### config.mk
export PLATFORM = sky130hd
export DESIGN_NAME = compNode_flat
export DESIGN_NICKNAME = d
export VERILOG_FILES = /design/src/logic/drumPkg.sv /design/src/logic/meshPkg.sv /design/src/logic/stepCtrlIf.sv /design/src/logic/compNode.sv /design/src/logic/fixedMul.sv /design/src/flat_wrapper.sv
export SDC_FILE = /design/constraint.sdc
export NUM_CORES = 1
export LEC_CHECK = 0
export BUFFER_PORTS_ARGS = -buffer_cell sky130_fd_sc_hd__buf_4
export CORE_ASPECT_RATIO = 0.8
export CORE_MARGIN = 3
export CORE_UTILIZATION = 64
export CTS_BUF_LIST = sky130_fd_sc_hd__clkbuf_4 sky130_fd_sc_hd__clkbuf_8 sky130_fd_sc_hd__clkbuf_16
export CTS_CLUSTER_DIAMETER = 80
export CTS_CLUSTER_SIZE = 8
export DETAILED_ROUTE_END_ITERATION = 6
export HOLD_SLACK_MARGIN = 0.06
export PLACE_DENSITY = 0.83
export SLEW_MARGIN = 10
export SYNTH_ARGS = -nofsm -noshare
export SYNTH_HDL_FRONTEND = slang
export SYNTH_SLANG_ARGS = --single-unit
### constraint.sdc
create_clock -name clk -period 17.59 [get_ports clk]
set_input_delay 0.8795 -clock clk [delete_from_list [all_inputs] [get_ports clk]]
set_output_delay 0.8795 -clock clk [all_outputs]
set_load 0.05 [all_outputs]
### src/logic/drumPkg.sv
package drumPkg;

  // Width of every datapath word
  localparam int fixedBits = 18;

  // Binary point position
  localparam int fracBits = 16;

  // Signed Q2.16 word
  typedef logic signed [fixedBits-1:0] fixed18;

  localparam fixed18 fixedOne = 18'sh1_0000;

  // Saturation limits
  localparam fixed18 fixedMax = 18'sh1_FFFF;
  localparam fixed18 fixedMin = 18'sh2_0000;

  // Coupling coefficient rho per tension select
  // Steps of 1/16 with the top entry jumping to one half
  localparam fixed18 rhoTable [8] = '{
    18'sh0_0000,
    18'sh0_1000,
    18'sh0_2000,
    18'sh0_3000,
    18'sh0_4000,
    18'sh0_5000,
    18'sh0_6000,
    18'sh0_8000
  };

  // Multiply takes the full 36-bit product and shifts it right
  // arithmetically by fracBits, then saturates it into fixed18.
  // Add and subtract simply wrap at 18 bits.

endpackage

### src/logic/meshPkg.sv
package meshPkg;

  // Nodes along one side of the membrane
  localparam int meshSize = 4;

  localparam int nodeCount = meshSize * meshSize;

  // Node coordinate along x or y
  typedef logic [1:0] coordT;

  // One time step walks through the three multiplies and the update
  typedef enum logic [2:0] {
    idle,
    mulCouple,
    mulHistory,
    mulDamp,
    update
  } stepPhase;

  // Whole displacement field
  // Row major, node (x, y) sits at index y * meshSize + x
  typedef drumPkg::fixed18 [nodeCount-1:0] meshField;

endpackage

### src/logic/stepCtrlIf.sv
`timescale 1ns/1ps

interface stepCtrlIf;

  meshPkg::stepPhase phase;

  // Registered strike and its operands
  logic              strike;
  meshPkg::coordT    strikeX;
  meshPkg::coordT    strikeY;
  drumPkg::fixed18   strikeAmp;

  // Coefficients held for the whole step
  drumPkg::fixed18   rhoCoef;
  // Already one minus eta
  drumPkg::fixed18   dampCoef;

  modport sequencer (output phase, strike, strikeX, strikeY, strikeAmp, rhoCoef, dampCoef);

  modport node (input phase, strike, strikeX, strikeY, strikeAmp, rhoCoef, dampCoef);

  modport observer (input phase, strike);

endinterface

### src/logic/compNode.sv
`timescale 1ns/1ps

module compNode #(
  parameter int xID = 0,
  parameter int yID = 0
) (
  input  logic             clk,
  input  logic             reset,
  input  drumPkg::fixed18  uNorth,
  input  drumPkg::fixed18  uSouth,
  input  drumPkg::fixed18  uEast,
  input  drumPkg::fixed18  uWest,
  stepCtrlIf.node          ctrl,
  output drumPkg::fixed18  u
);

  drumPkg::fixed18 uPrev;

  // Coupling product kept for the damping multiply
  drumPkg::fixed18 coupleProd;

  // Product of the previous phase
  drumPkg::fixed18 prod;

  drumPkg::fixed18 multA;
  drumPkg::fixed18 multB;
  drumPkg::fixed18 multOut;
  drumPkg::fixed18 laplace;
  drumPkg::fixed18 dampSum;
  logic            strikeHit;

  // Discrete Laplacian, wraps at 18 bits
  assign laplace = uNorth + uSouth + uEast + uWest - (u <<< 2);

  // In mulDamp prod still holds the history product
  assign dampSum = coupleProd + (u <<< 1) - prod;

  assign strikeHit = (ctrl.strikeX == meshPkg::coordT'(xID)) &&
                     (ctrl.strikeY == meshPkg::coordT'(yID));

  // Operand select for the shared multiplier
  always_comb
  begin
    multA = '0;
    multB = '0;
    case (ctrl.phase)
      meshPkg::mulCouple:
      begin
        multA = ctrl.rhoCoef;
        multB = laplace;
      end
      meshPkg::mulHistory:
      begin
        multA = ctrl.dampCoef;
        multB = uPrev;
      end
      meshPkg::mulDamp:
      begin
        multA = ctrl.dampCoef;
        multB = dampSum;
      end
      default:
      begin
        multA = '0;
        multB = '0;
      end
    endcase
  end

  fixedMul mult (
    .a       (multA),
    .b       (multB),
    .product (multOut)
  );

  always_ff @(posedge clk)
  begin
    if (ctrl.phase == meshPkg::mulCouple ||
        ctrl.phase == meshPkg::mulHistory ||
        ctrl.phase == meshPkg::mulDamp)
      prod <= multOut;
    if (ctrl.phase == meshPkg::mulHistory)
      coupleProd <= prod;
  end

  always_ff @(posedge clk)
  begin
    if (reset)
    begin
      u     <= '0;
      uPrev <= '0;
    end
    else if (ctrl.strike)
    begin
      // Only the struck node starts displaced
      u     <= strikeHit ? ctrl.strikeAmp : '0;
      uPrev <= '0;
    end
    else if (ctrl.phase == meshPkg::update)
    begin
      u     <= prod;
      uPrev <= u;
    end
  end

endmodule

### src/logic/fixedMul.sv
`timescale 1ns/1ps

module fixedMul (
  input  drumPkg::fixed18 a,
  input  drumPkg::fixed18 b,
  output drumPkg::fixed18 product
);

  logic signed [35:0] fullProd;
  logic signed [35:0] shifted;

  assign fullProd = a * b;

  // Drop the extra fraction bits of the product
  assign shifted = fullProd >>> drumPkg::fracBits;

  always_comb
  begin
    if (shifted > drumPkg::fixedMax)
      product = drumPkg::fixedMax;
    else if (shifted < drumPkg::fixedMin)
      product = drumPkg::fixedMin;
    else
      product = shifted[17:0];
  end

endmodule

### src/flat_wrapper.sv
// flat-port wrapper written by rule: the top's interface ports become plain ports
module compNode_flat 
#(
  parameter int xID = 0,
  parameter int yID = 0
)
  (clk, reset, uNorth, uSouth, uEast, uWest, u, ctrl_phase, ctrl_strike, ctrl_strikeX, ctrl_strikeY, ctrl_strikeAmp, ctrl_rhoCoef, ctrl_dampCoef);
  stepCtrlIf ctrl_i ();
  input  logic clk;
  input  logic reset;
  input  drumPkg::fixed18 uNorth;
  input  drumPkg::fixed18 uSouth;
  input  drumPkg::fixed18 uEast;
  input  drumPkg::fixed18 uWest;
  output drumPkg::fixed18 u;
  input wire logic [$bits(ctrl_i.phase)-1:0] ctrl_phase;
  input wire logic [$bits(ctrl_i.strike)-1:0] ctrl_strike;
  input wire logic [$bits(ctrl_i.strikeX)-1:0] ctrl_strikeX;
  input wire logic [$bits(ctrl_i.strikeY)-1:0] ctrl_strikeY;
  input wire logic [$bits(ctrl_i.strikeAmp)-1:0] ctrl_strikeAmp;
  input wire logic [$bits(ctrl_i.rhoCoef)-1:0] ctrl_rhoCoef;
  input wire logic [$bits(ctrl_i.dampCoef)-1:0] ctrl_dampCoef;
  assign ctrl_i.phase = ctrl_phase;
  assign ctrl_i.strike = ctrl_strike;
  assign ctrl_i.strikeX = ctrl_strikeX;
  assign ctrl_i.strikeY = ctrl_strikeY;
  assign ctrl_i.strikeAmp = ctrl_strikeAmp;
  assign ctrl_i.rhoCoef = ctrl_rhoCoef;
  assign ctrl_i.dampCoef = ctrl_dampCoef;
  compNode #(.xID(xID), .yID(yID)) u_core (.clk(clk), .reset(reset), .uNorth(uNorth), .uSouth(uSouth), .uEast(uEast), .uWest(uWest), .ctrl(ctrl_i), .u(u));
endmodule
==> flow_metrics.py <==
metrics = {
    "run_status": {
        "status": "complete, no violations",
    },
    "timing": {
        "fmax_mhz": 87.7,
        "finalMaxSlewViolations": 0,
        "max-slew-margin-rel": 0.178,
        "tightestPinTransition_ps": 1230,
        "timing.clock.skew_ps": 8.22,
        "fin_hold_ws_ps": 459,
        "fin_setup_tns_ps": 0,
        "finalCritPeriodShare": 0.648,
        "final_hold_viol_count": 0,
        "fin_crit_ps": 11400,
        "rsz0062_at_grt": "no",
        "setup_viol": 0,
    },
    "power_and_ir_drop": {
        "power.share.combinational": 0.847,
        "power_mw": 3.40,
        "switching_share": 0.556,
        "netSwitchingPower_mw": 1.89,
        "leakage_nw": 10.5,
        "p_int_mw": 1.51,
        "peakVddDrop_mv": 0.197,
        "p_seq_frac": 0.096,
        "p_per_area_mw_per_mm2": 167,
        "p_clk_frac": 0.056,
    },
    "global_routing": {
        "first_global_vias": 16100,
        "grt_max_degree": 37,
        "busiest_layer": "met2",
        "overflow": 0,
        "track_usage": 0.335,
        "antenna_found_initial": 1,
        "use_met1": 0.445,
        "grt_util_met2": 0.565,
        "use_met3": 0.0709,
        "grt_pass1_wl_um": 81700,
    },
    "worst_setup_path": {
        "critPathCaptureType": "flop",
        "critical_path_arrival_ps": 11440,
        "cpMaxStageDelayCell": "a21oi_2",
        "path_class": "in -> reg",
        "worstPathRequired_ps": 17630,
        "crit_path_max_fanout": 18,
        "worst_setup_path_start_kind": "input pin",
        "cpMostUsedCell": "fa_1",
        "crit_path_max_incr_delay_ps": 950,
    },
    "yosys": {
        "netlist.area_leader.share": 0.423,
        "ys_seq_elements": 72,
        "synth-main-ff-cell": "edfxtp_1",
        "yosysWarnings": 0,
        "syn_inst": 2130,
        "netlist_area_mm2": 0.0186,
        "yosys.area.top_type": "fa_1",
        "synth_most_common_cell": "inv_1",
        "synthTopCellsByCount": "530 x inv_1, 393 x fa_1, 276 x nand2_1",
        "synth_nets": 2783,
        "synth_edf_count": 36,
        "ys_seq_area_frac": 0.0970,
        "async_flop_share": 0,
        "synthTopCellsByArea": "fa_1 42%, inv_1 11%, ha_1 8.3%",
        "ys_types": 70,
        "syn_area_per_cell_um2": 8.72,
    },
    "finish": {
        "drive_gt1_frac": 0.0995,
        "fin_nets": 2889,
        "syn_to_final_growth_pct": 9.47,
        "finalInstanceArea_mm2": 0.0203,
        "final_cells": 2611,
        "insertedDiodeCount": 0,
    },
    "floorplanning": {
        "die_w_um": 197,
        "initial_core_util": 0.654,
        "coreArea_mm2": 0.0284,
        "die_area_mm2": 0.0311,
        "io_pins": 154,
        "row_count": 55,
        "die_y_um": 158,
    },
    "route": {
        "drtPass1Iterations": 5,
        "drc": 0,
        "vias_per_cell": 5.85,
        "drtAntennaViolNets": 0,
        "vias": 15300,
        "wl_per_cell_um": 19.1,
        "drt_iter0_drc": 1260,
        "drt_wl_total_um": 50000,
    },
    "placement": {
        "gp_congestion": 0.950,
        "port_buffers": 153,
        "dp_hpwl_um": 41500,
        "placedCellCount": 2595,
        "placed_area_mm2": 0.0200,
    },
    "min_path": {
        "holdCritPathClass": "reg -> reg",
    },
    "cts": {
        "clk_pin_slew_ps": 60,
        "clk_latency_ps": 340,
        "cts_buffers": 9,
        "holdBufCountCts": 0,
        "post_cts_resize_count": 0,
        "htreeDepth": 3,
        "post-cts-setup-buffers": 0,
        "cts_buffer_depth": 2,
        "cts_tree": "yes",
        "cts_sinks": 72,
        "cts_root_buf": "clkbuf_16",
    },
    "flow_run": {
        "maxCapViolations": 0,
    },
}
-- final cells by class --
cell class / instances / area (µm²)
multi-input combinational: 1452 / 14500
inverter: 530 / 1990
timing repair buffer: 171 / 1280
sequential: 72 / 1800
clock inverter: 4 / 42.5
fill: 2206 / 8080
tap: 370 / 463
clock buffer: 12 / 265
-- routing by layer --
layer | vias up | share of wire
li1 | 6685 | -
met4 | 0 | 0.031
met3 | 115 | 0.10
met1 | 7729 | 0.39
met2 | 741 | 0.48
met5 | - | 0
-- kinds of logic (layout without fill, tap and decap cells) --
logic type / after synthesis / count (layout) / synth area share
flip-flops: 72 / 72 / 0.0970
XOR/XNOR: 66 / 66 / 0.0315
buffers and inverters: 606 / 717 / 0.125
AND/OR/NAND/NOR: 563 / 563 / 0.131
multiplexers: 12 / 12 / 0.00673
adder cells (fa/ha/maj): 517 / 517 / 0.507
AO/OA/AOI/OAI: 294 / 294 / 0.102
-- registers in the layout, summed over array words and instances, names as in the netlist --
name / flops
u_core.coupleProd: 18
u_core.prod: 18
u_core.uPrev: 18
u_core.u: 18
-- worst max-delay path: cells and delay by family --
family | cells | cell delay (ps)
buf+inv | 5 | 330
compound gates | 12 | 3710
fa+ha+maj | 11 | 5500
xor+xnor | 1 | 110
mux | 2 | 380
simple gates | 3 | 500
-- path summary, 6_finish.rpt --
| path | cells past startpoint | end | slack (ps) | startpoint |
|---|---|---|---|---|
| worst max-delay path | 34 | u_core.prod[2] | 6190 | uNorth[2] |
| worst min-delay path | 2 | u_core.uPrev[0] | 460 | u_core.uPrev[0] |
| worst max register to register | 34 | u_core.prod[2] | 6320 | u_core.u[0] |
| worst min register to register | 2 | u_core.uPrev[0] | 460 | u_core.uPrev[0] |
-- per-stage QoR --
stage | utilization | setup slack [ps]
finish | 0.716 | 6190
global route | 0.716 | 5600
CTS | 0.716 | 6230
detailed placement | 0.705 | 5970
global placement | 0.705 | 6320
floorplan | - | 7420
-- cells in the final DEF, fill, tap and decap left out, drive strengths merged, types with 23 or more instances in the layout --
| cell type | count |
|---|---|
| inv | 530 |
| fa | 393 |
| nand2 | 276 |
| buf | 171 |
| nor2 | 154 |
| ha | 124 |
| a21oi | 111 |
| o21ai | 55 |
| xnor2 | 43 |
| edfxtp | 36 |
| dfxtp | 36 |
| nor3 | 32 |
| and2 | 29 |
| a21o | 24 |
| xor2 | 23 |
-- power by group through the flow --
stage	Combinational, mW	Clock, mW	Sequential, mW
after CTS	2.85	0.192	0.326
final	2.88	0.192	0.327
after detailed placement	2.83	0	0.329
after global placement	2.72	0	0.328
after global routing	3.22	0.201	0.329
after floorplan	2.17	0	0.320
Power figures use the tool's default switching activity.
