[config.mk]
export PLATFORM = sky130hd
export DESIGN_NAME = meshSequencer_flat
export DESIGN_NICKNAME = d
export VERILOG_FILES = /design/src/logic/drumPkg.sv /design/src/logic/meshPkg.sv /design/src/logic/stepCtrlIf.sv /design/src/logic/meshSequencer.sv /design/src/flat_wrapper.sv
export SDC_FILE = /design/constraint.sdc
export NUM_CORES = 1
export LEC_CHECK = 0
export ABC_CLOCK_PERIOD_IN_PS = 3900
export BUFFER_PORTS_ARGS = -buffer_cell sky130_fd_sc_hd__buf_2
export CAP_MARGIN = 25
export CORE_ASPECT_RATIO = 2
export CORE_MARGIN = 10
export CORE_UTILIZATION = 43
export DETAILED_ROUTE_END_ITERATION = 7
export PLACE_DENSITY_LB_ADDON = 0.08
export SLEW_MARGIN = 40
export SYNTH_ARGS = -nofsm -noshare
export SYNTH_HDL_FRONTEND = slang
export SYNTH_SLANG_ARGS = --single-unit
[constraint.sdc]
create_clock -name clk -period 3.9 [get_ports clk]
set_input_delay 0.195 -clock clk [delete_from_list [all_inputs] [get_ports clk]]
set_output_delay 0.195 -clock clk [all_outputs]
set_load 0.03 [all_outputs]
[src/logic/drumPkg.sv]
package drumPkg;

  // Width of every datapath word
  localparam int fixedBits = 18;

  // Binary point position
  localparam int fracBits = 16;

  // Signed Q2.16 word
  typedef logic signed [fixedBits-1:0] fixed18;

  localparam fixed18 fixedOne = 18'sh1_0000;

  // Saturation limits
  localparam fixed18 fixedMax = 18'sh1_FFFF;
  localparam fixed18 fixedMin = 18'sh2_0000;

  // Coupling coefficient rho per tension select
  // Steps of 1/16 with the top entry jumping to one half
  localparam fixed18 rhoTable [8] = '{
    18'sh0_0000,
    18'sh0_1000,
    18'sh0_2000,
    18'sh0_3000,
    18'sh0_4000,
    18'sh0_5000,
    18'sh0_6000,
    18'sh0_8000
  };

  // Multiply takes the full 36-bit product and shifts it right
  // arithmetically by fracBits, then saturates it into fixed18.
  // Add and subtract simply wrap at 18 bits.

endpackage

[src/logic/meshPkg.sv]
package meshPkg;

  // Nodes along one side of the membrane
  localparam int meshSize = 4;

  localparam int nodeCount = meshSize * meshSize;

  // Node coordinate along x or y
  typedef logic [1:0] coordT;

  // One time step walks through the three multiplies and the update
  typedef enum logic [2:0] {
    idle,
    mulCouple,
    mulHistory,
    mulDamp,
    update
  } stepPhase;

  // Whole displacement field
  // Row major, node (x, y) sits at index y * meshSize + x
  typedef drumPkg::fixed18 [nodeCount-1:0] meshField;

endpackage

[src/logic/stepCtrlIf.sv]
`timescale 1ns/1ps

interface stepCtrlIf;

  meshPkg::stepPhase phase;

  // Registered strike and its operands
  logic              strike;
  meshPkg::coordT    strikeX;
  meshPkg::coordT    strikeY;
  drumPkg::fixed18   strikeAmp;

  // Coefficients held for the whole step
  drumPkg::fixed18   rhoCoef;
  // Already one minus eta
  drumPkg::fixed18   dampCoef;

  modport sequencer (output phase, strike, strikeX, strikeY, strikeAmp, rhoCoef, dampCoef);

  modport node (input phase, strike, strikeX, strikeY, strikeAmp, rhoCoef, dampCoef);

  modport observer (input phase, strike);

endinterface

[src/logic/meshSequencer.sv]
`timescale 1ns/1ps

module meshSequencer (
  input  logic             clk,
  input  logic             reset,
  input  logic             run,
  input  logic             strike,
  input  meshPkg::coordT   strikeX,
  input  meshPkg::coordT   strikeY,
  input  drumPkg::fixed18  strikeAmp,
  input  logic [2:0]       tensionSel,
  input  drumPkg::fixed18  eta,
  stepCtrlIf.sequencer     ctrl
);

  meshPkg::stepPhase nextPhase;
  logic              stepStart;

  always_comb
  begin
    nextPhase = ctrl.phase;
    case (ctrl.phase)
      meshPkg::idle:
        if (run)
          nextPhase = meshPkg::mulCouple;
      meshPkg::mulCouple:
        nextPhase = meshPkg::mulHistory;
      meshPkg::mulHistory:
        nextPhase = meshPkg::mulDamp;
      meshPkg::mulDamp:
        nextPhase = meshPkg::update;
      meshPkg::update:
        // Run only counts at a step boundary
        nextPhase = run ? meshPkg::mulCouple : meshPkg::idle;
      default:
        nextPhase = meshPkg::idle;
    endcase

    // A strike wins over any step in flight
    if (strike)
      nextPhase = meshPkg::idle;
  end

  assign stepStart = (ctrl.phase == meshPkg::idle) && (nextPhase == meshPkg::mulCouple);

  always_ff @(posedge clk)
  begin
    if (reset)
    begin
      ctrl.phase  <= meshPkg::idle;
      ctrl.strike <= 1'b0;
    end
    else
    begin
      ctrl.phase  <= nextPhase;
      ctrl.strike <= strike;
    end
  end

  // Strike operands follow the pulse by one cycle
  always_ff @(posedge clk)
  begin
    if (strike)
    begin
      ctrl.strikeX   <= strikeX;
      ctrl.strikeY   <= strikeY;
      ctrl.strikeAmp <= strikeAmp;
    end
  end

  // Coefficients are frozen when a run starts
  always_ff @(posedge clk)
  begin
    if (stepStart)
    begin
      ctrl.rhoCoef  <= drumPkg::rhoTable[tensionSel];
      ctrl.dampCoef <= drumPkg::fixedOne - eta;
    end
  end

endmodule

[src/flat_wrapper.sv]
// flat-port wrapper written by rule: the top's interface ports become plain ports
module meshSequencer_flat 
  (clk, reset, run, strike, strikeX, strikeY, strikeAmp, tensionSel, eta, ctrl_phase, ctrl_strike, ctrl_strikeX, ctrl_strikeY, ctrl_strikeAmp, ctrl_rhoCoef, ctrl_dampCoef);
  stepCtrlIf ctrl_i ();
  input  logic clk;
  input  logic reset;
  input  logic run;
  input  logic strike;
  input  meshPkg::coordT strikeX;
  input  meshPkg::coordT strikeY;
  input  drumPkg::fixed18 strikeAmp;
  input  logic [2:0] tensionSel;
  input  drumPkg::fixed18 eta;
  output wire logic [$bits(ctrl_i.phase)-1:0] ctrl_phase;
  output wire logic [$bits(ctrl_i.strike)-1:0] ctrl_strike;
  output wire logic [$bits(ctrl_i.strikeX)-1:0] ctrl_strikeX;
  output wire logic [$bits(ctrl_i.strikeY)-1:0] ctrl_strikeY;
  output wire logic [$bits(ctrl_i.strikeAmp)-1:0] ctrl_strikeAmp;
  output wire logic [$bits(ctrl_i.rhoCoef)-1:0] ctrl_rhoCoef;
  output wire logic [$bits(ctrl_i.dampCoef)-1:0] ctrl_dampCoef;
  assign ctrl_phase = ctrl_i.phase;
  assign ctrl_strike = ctrl_i.strike;
  assign ctrl_strikeX = ctrl_i.strikeX;
  assign ctrl_strikeY = ctrl_i.strikeY;
  assign ctrl_strikeAmp = ctrl_i.strikeAmp;
  assign ctrl_rhoCoef = ctrl_i.rhoCoef;
  assign ctrl_dampCoef = ctrl_i.dampCoef;
  meshSequencer u_core (.clk(clk), .reset(reset), .run(run), .strike(strike), .strikeX(strikeX), .strikeY(strikeY), .strikeAmp(strikeAmp), .tensionSel(tensionSel), .eta(eta), .ctrl(ctrl_i));
endmodule
==> results.py, run 1 <==
metrics = {
    "grt": {
        "grt_antenna_before_repair": 0,
        "grt_pass1_vias": 1379,
        "grt_pass1_wl_um": 6582,
        "track_usage": 0.1124,
        "grt_max_degree": 28,
        "overflow": 0,
    },
    "route": {
        "via_per_inst": 4.615,
        "route.detailed.drc": 0,
        "vias": 1269,
        "avgRoutedWirePerCell_um": 16.13,
        "drt-pass1-iter-count": 4,
        "wirelength_um": 4436,
        "drtAntennaViolNets": 0,
        "drt-initial-drc-count": 33,
    },
    "placement": {
        "dp_hpwl_um": 3814,
        "place_congestion": 0.7916,
        "place_area_um2": 2431,
        "place_inst": 267,
        "port_buffers": 94,
        "place_ws_ps": 1928,
    },
    "synthesis": {
        "yosys-top-cells-area": "edfxtp_1 68%, xnor2_1 5.9%, buf_4 5.4%, dfxtp_1 4.2%, xor2_1 1.8%",
        "syn_area_um2": 1929,
        "ys_ff_latch": 48,
        "yosys_warnings": 0,
        "ys_seq_area_frac": 0.7263,
        "synthDominantCellAreaShare": 0.6848,
        "yosys.area.top_type": "edfxtp_1",
        "avgSynthCellArea_um2": 16.21,
        "synth.distinct_cells": 26,
        "synth_cells": 119,
    },
    "final_layout": {
        "syn2layout_area_growth_pct": 30.80,
        "layoutNonFillerInstCount": 275,
        "finalInstanceArea_um2": 2524,
        "final_cell_mix": "94 x buf_2, 44 x edfxtp_1, 14 x conb_1, 13 x xnor2_1",
        "diodes": 0,
        "drive_gt1_frac": 0.5023,
        "nNetsFinal": 268,
        "layout_commonest_cell": "buf_2",
    },
    "setup_path": {
        "crit_fanout": 5,
        "worst_ep_arrival_time_ps": 1710,
        "start_kind": "input pin",
        "crit_required_ps": 3950,
        "endpoint_kind": "register",
        "path_class": "input pin to register",
    },
    "power": {
        "p_sw_frac": 0.2642,
        "clkPwrFrac": 0.272,
        "power_density_nw_per_um2": 424.3,
        "switchingPower_uw": 283.0,
        "p_leak_nw": 1.047,
        "combPwrFrac": 0.163,
        "p_seq_frac": 0.565,
        "peakVddDrop_mv": 0.2371,
        "p_int_uw": 787.9,
    },
    "sta": {
        "drv_slew": 0,
        "fin_crit_sh": 0.4253,
        "setup_viol": 0,
        "min_period_ps": 1659,
        "clock.fmax_mhz": 602.8,
        "clock-skew-final_ps": 5.337,
        "layout_setup_ws_ps": 2241,
        "setup_tns_ps": 0,
        "hold_violations": 0,
        "rsz0062_at_grt": "no",
        "relSlewSlack": 0.5877,
        "tightest_slew_ps": 613.4,
    },
    "job": {
        "drv_cap": 0,
    },
    "floorplanning": {
        "dieHeight_um": 114.7,
        "start_util": 0.4446,
        "rows": 34,
        "core-area_um2": 4339,
        "ios": 109,
        "fp.dieW_um": 67.37,
        "dieArea_um2": 7729,
    },
    "cts": {
        "tritoncts": "yes",
        "ctsLongestPathBuffers": 2,
        "clk_latency_ps": 290,
        "holdBufCountCts": 0,
        "htree_levels": 2,
        "cts_setup_buffers": 0,
        "clkTransAtPathRegs_ps": 80,
        "cts_resized": 0,
        "clock_sinks": 48,
        "root_buffer": "clkbuf_8",
        "cts-buffers-inserted": 5,
    },
    "worst_hold_path": {
        "hp-class": "input pin to register",
    },
    "run_status": {
        "outcome": "finished clean",
    },
}
## cells by family after synthesis
| group | count (synthesis) | share of synthesized area |
|---|---|---|
| simple gates | 29 | 0.1044 |
| compound gates | 5 | 0.02140 |
| xor+xnor | 17 | 0.07717 |
| buf+inv | 18 | 0.06225 |
| fa+ha+maj | 1 | 0.006484 |
| other cells | 1 | 0.001944 |
| flops | 48 | 0.7263 |
## metrics by stage
step	utilization	hold WS [ps]	power, mW
after floorplan	-	266.6	0.7324
after global placement	0.5588	372.4	0.7888
after detailed placement	0.5603	373.4	0.7934
after CTS	0.5816	62.79	1.084
after global routing	0.5816	55.86	1.119
final	0.5816	74.29	1.071
## power groups by stage
stage	sequential [mW]	combinational, mW	clock (mW)
after global placement	0.615	0.173	0
after floorplan	0.682	0.0502	0
after global routing	0.608	0.187	0.324
after CTS	0.605	0.177	0.302
after detailed placement	0.617	0.176	0
final	0.605	0.175	0.291
## state kept, by name, indices dropped and copies added (netlist names)
signal	cells
u_core.ctrl.phase	3
u_core.ctrl.rhoCoef	4
u_core.ctrl.strikeY	2
u_core.ctrl.dampCoef	18
u_core.ctrl.strikeX	2
u_core.ctrl.strikeAmp	18
u_core.ctrl.strike	1
## layout make-up
class                           count  area [um^2]
Inverter                            4        15.01
Sequential cell                    48         1401
Clock inverter                      2        10.01
Timing Repair Buffer               95        478.0
Clock buffer                        6        82.58
Fill cell                         378         1815
Multi-Input combinational cell     66        469.2
Tap cell                           54        67.56
## cells in the mapped netlist
cell / n
buf_4: 14
nand2_1: 2
a41o_1: 1
ha_1: 1
nor4_1: 4
xor2_1: 4
edfxtp_1: 44
and3_1: 1
or4_4: 2
or3b_4: 1
nand3b_1: 1
nor2_1: 6
nor4b_1: 1
conb_1: 1
nor2b_1: 1
inv_1: 4
a2111oi_0: 1
a21boi_0: 3
nor3_1: 2
nand3_1: 3
xnor2_1: 13
nor4_2: 1
nor4_4: 1
nor3b_2: 1
nand2b_1: 2
dfxtp_1: 4
## final timing paths
check,from,endpoint,slack (ps),cells past startpoint
hold reg to reg,u_core.ctrl.phase[2],u_core.ctrl.phase[1],480,1
setup reg to reg,u_core.ctrl.phase[1],u_core.ctrl.dampCoef[7],2560,3
setup / recovery,eta[0],u_core.ctrl.dampCoef[12],2240,7
hold / removal,strikeX[1],u_core.ctrl.strikeX[1],70,1
## worst max-delay path: stages
cell	delay, ps
buf_2	120
inv_1	60
ha_1	160
or3b_4	400
or4_4	470
nor3b_2	230
xnor2_1	80
## metal layers
layer,vias to the layer above,wire length (um),global-route usage
met1,585,1425,0.1021
li1,607,-,-
met3,6,522,0.05166
met2,71,2436,0.2042
met4,0,53,0.04545
met5,-,0,0
(Power assumes the default switching activity.)
==> run 2, diff against run 1 <==
Settings changed: ABC_CLOCK_PERIOD_IN_PS 3900 to 1650.
Clock period 3.9 ns to 1.65 ns, I/O delays scaled along.
==> results.py, run 2 (synthesis gave the netlist of run 1 again) <==
metrics = {
    "floorplanning": {
        "dieHeight_um": 114.7,
        "start_util": 0.4446,
        "rows": 34,
        "ios": 109,
        "fp.dieW_um": 67.37,
        "dieArea_um2": 7729,
        "core-area_um2": 4339,
    },
    "setup_path": {
        "slowest_stage": "or4_4",
        "start_kind": "input pin",
        "cp_num_buf_inv": 2,
        "cp_top_family": "simple AND/OR/NAND/NOR gates",
        "cpPeakStageDelay_ps": 470,
        "path_class": "input pin to register",
        "endpoint_kind": "register",
        "worst_ep_arrival_time_ps": 1530,
        "crit_required_ps": 1690,
        "crit_fanout": 5,
        "path_cells": "buf_2 -> inv_1 -> ha_1 -> or3b_4 -> or4_4 -> nor4_2 -> xnor2_1",
    },
    "route": {
        "avgRoutedWirePerCell_um": 15.85,
        "via_per_inst": 4.490,
        "wirelength_um": 4819,
        "drt-initial-drc-count": 22,
        "vias": 1365,
        "drt-pass1-iter-count": 4,
        "drtAntennaViolNets": 0,
        "route.detailed.drc": 0,
    },
    "power": {
        "p_total_mw": 2.699,
        "power_density_nw_per_um2": 950.3,
        "peakVddDrop_mv": 0.7072,
        "p_leak_nw": 1.184,
    },
    "cts": {
        "cts-buffers-inserted": 5,
        "clock_sinks": 48,
        "tritoncts": "yes",
        "clk_latency_ps": 290,
        "htree_levels": 2,
        "ctsLongestPathBuffers": 2,
        "root_buffer": "clkbuf_8",
        "clkTransAtPathRegs_ps": 80,
    },
    "sta": {
        "min_period_ps": 1495,
        "clock-skew-final_ps": 5.209,
        "clock.fmax_mhz": 669.0,
        "hold_violations": 0,
        "rsz0062_at_grt": "no",
        "relSlewSlack": 0.6293,
        "setup_viol": 0,
        "setup_tns_ps": 0,
        "tightest_slew_ps": 556.0,
        "drv_slew": 0,
        "fin_crit_sh": 0.9059,
    },
    "placement": {
        "dp_hpwl_um": 3826,
        "place_congestion": 0.7766,
        "place_area_um2": 2502,
        "port_buffers": 94,
    },
    "grt": {
        "grt_max_degree": 28,
        "grt_antenna_before_repair": 0,
        "track_usage": 0.1282,
        "grt_pass1_vias": 1496,
        "grt_pass1_wl_um": 7534,
        "overflow": 0,
    },
    "final_layout": {
        "top_regs": "u_core.ctrl.dampCoef (18), u_core.ctrl.strikeAmp (18), u_core.ctrl.rhoCoef (4)",
        "drive_gt1_frac": 0.4680,
        "layout_commonest_cell": "buf_2",
        "nNetsFinal": 297,
        "syn2layout_area_growth_pct": 47.21,
        "n_fill_cell": 365,
        "finalInstanceArea_um2": 2840,
        "diodes": 0,
        "final_cell_mix": "94 x buf_2, 44 x edfxtp_1, 23 x dlygate4sd3_1, 14 x conb_1, 13 x xnor2_1",
    },
    "run_status": {
        "outcome": "finished clean",
    },
    "job": {
        "drv_cap": 0,
    },
    "worst_hold_path": {
        "hp-class": "input pin to register",
    },
}
run 2: path summary, 6_finish.rpt:
path                              from                  endpoint  slack, ps  cells past startpoint
hold reg to reg   u_core.ctrl.phase[2]      u_core.ctrl.phase[1]        510                      1
setup / recovery                eta[0]  u_core.ctrl.dampCoef[10]        160                      7
hold / removal                 eta[17]  u_core.ctrl.dampCoef[17]         90                      2
setup reg to reg  u_core.ctrl.phase[1]   u_core.ctrl.dampCoef[1]        300                      3
run 2: final cells by class:
| cell class | count | area (um^2) | share of cell area |
|---|---|---|---|
| Timing Repair Buffer | 124 | 765.7 | 0.2696 |
| Inverter | 4 | 15.01 | 0.005286 |
| Sequential cell | 48 | 1405 | 0.4947 |
| Clock buffer | 6 | 72.57 | 0.02555 |
| Clock inverter | 2 | 35.03 | 0.01233 |
| Tap cell | 54 | 67.56 | 0.02379 |
| Multi-Input combinational cell | 66 | 479.2 | 0.1687 |
run 2: routing by layer:
| layer | global-route usage | vias to the layer above | part of all wire |
|---|---|---|---|
| met5 | 0 | - | 0 |
| met4 | 0.05647 | 0 | 0.018 |
| met3 | 0.05068 | 6 | 0.098 |
| met2 | 0.2290 | 72 | 0.54 |
| met1 | 0.1230 | 620 | 0.34 |
| li1 | - | 667 | - |
run 2: what timing repair did:
action                                  in CTS  in global routing
endpoints found under the setup margin       0                  0
endpoints found under the hold margin       25                  0
buffers inserted                             0                  0
hold buffers                                23                  0
gates resized for setup                      0                  0
run 2: power by group:
group / switching, mW / internal (mW) / leakage [nW]
Combinational: 0.309 / 0.164 / 0.674
Clock: 0.349 / 0.449 / 0.0552
Sequential: 0.0176 / 1.41 / 0.455
run 2: per-stage QoR:
stage	worst slack, ps	instances	hold slack (ps)	utilization
final	155.2	304	86.31	0.6546
after global routing	72.11	304	83.97	0.6546
after CTS	154.8	304	76.13	0.6546
after detailed placement	-157.1	273	260.9	0.5767
after global placement	-101.3	273	259.8	0.5767
after floorplan	-148.6	132	149.0	-
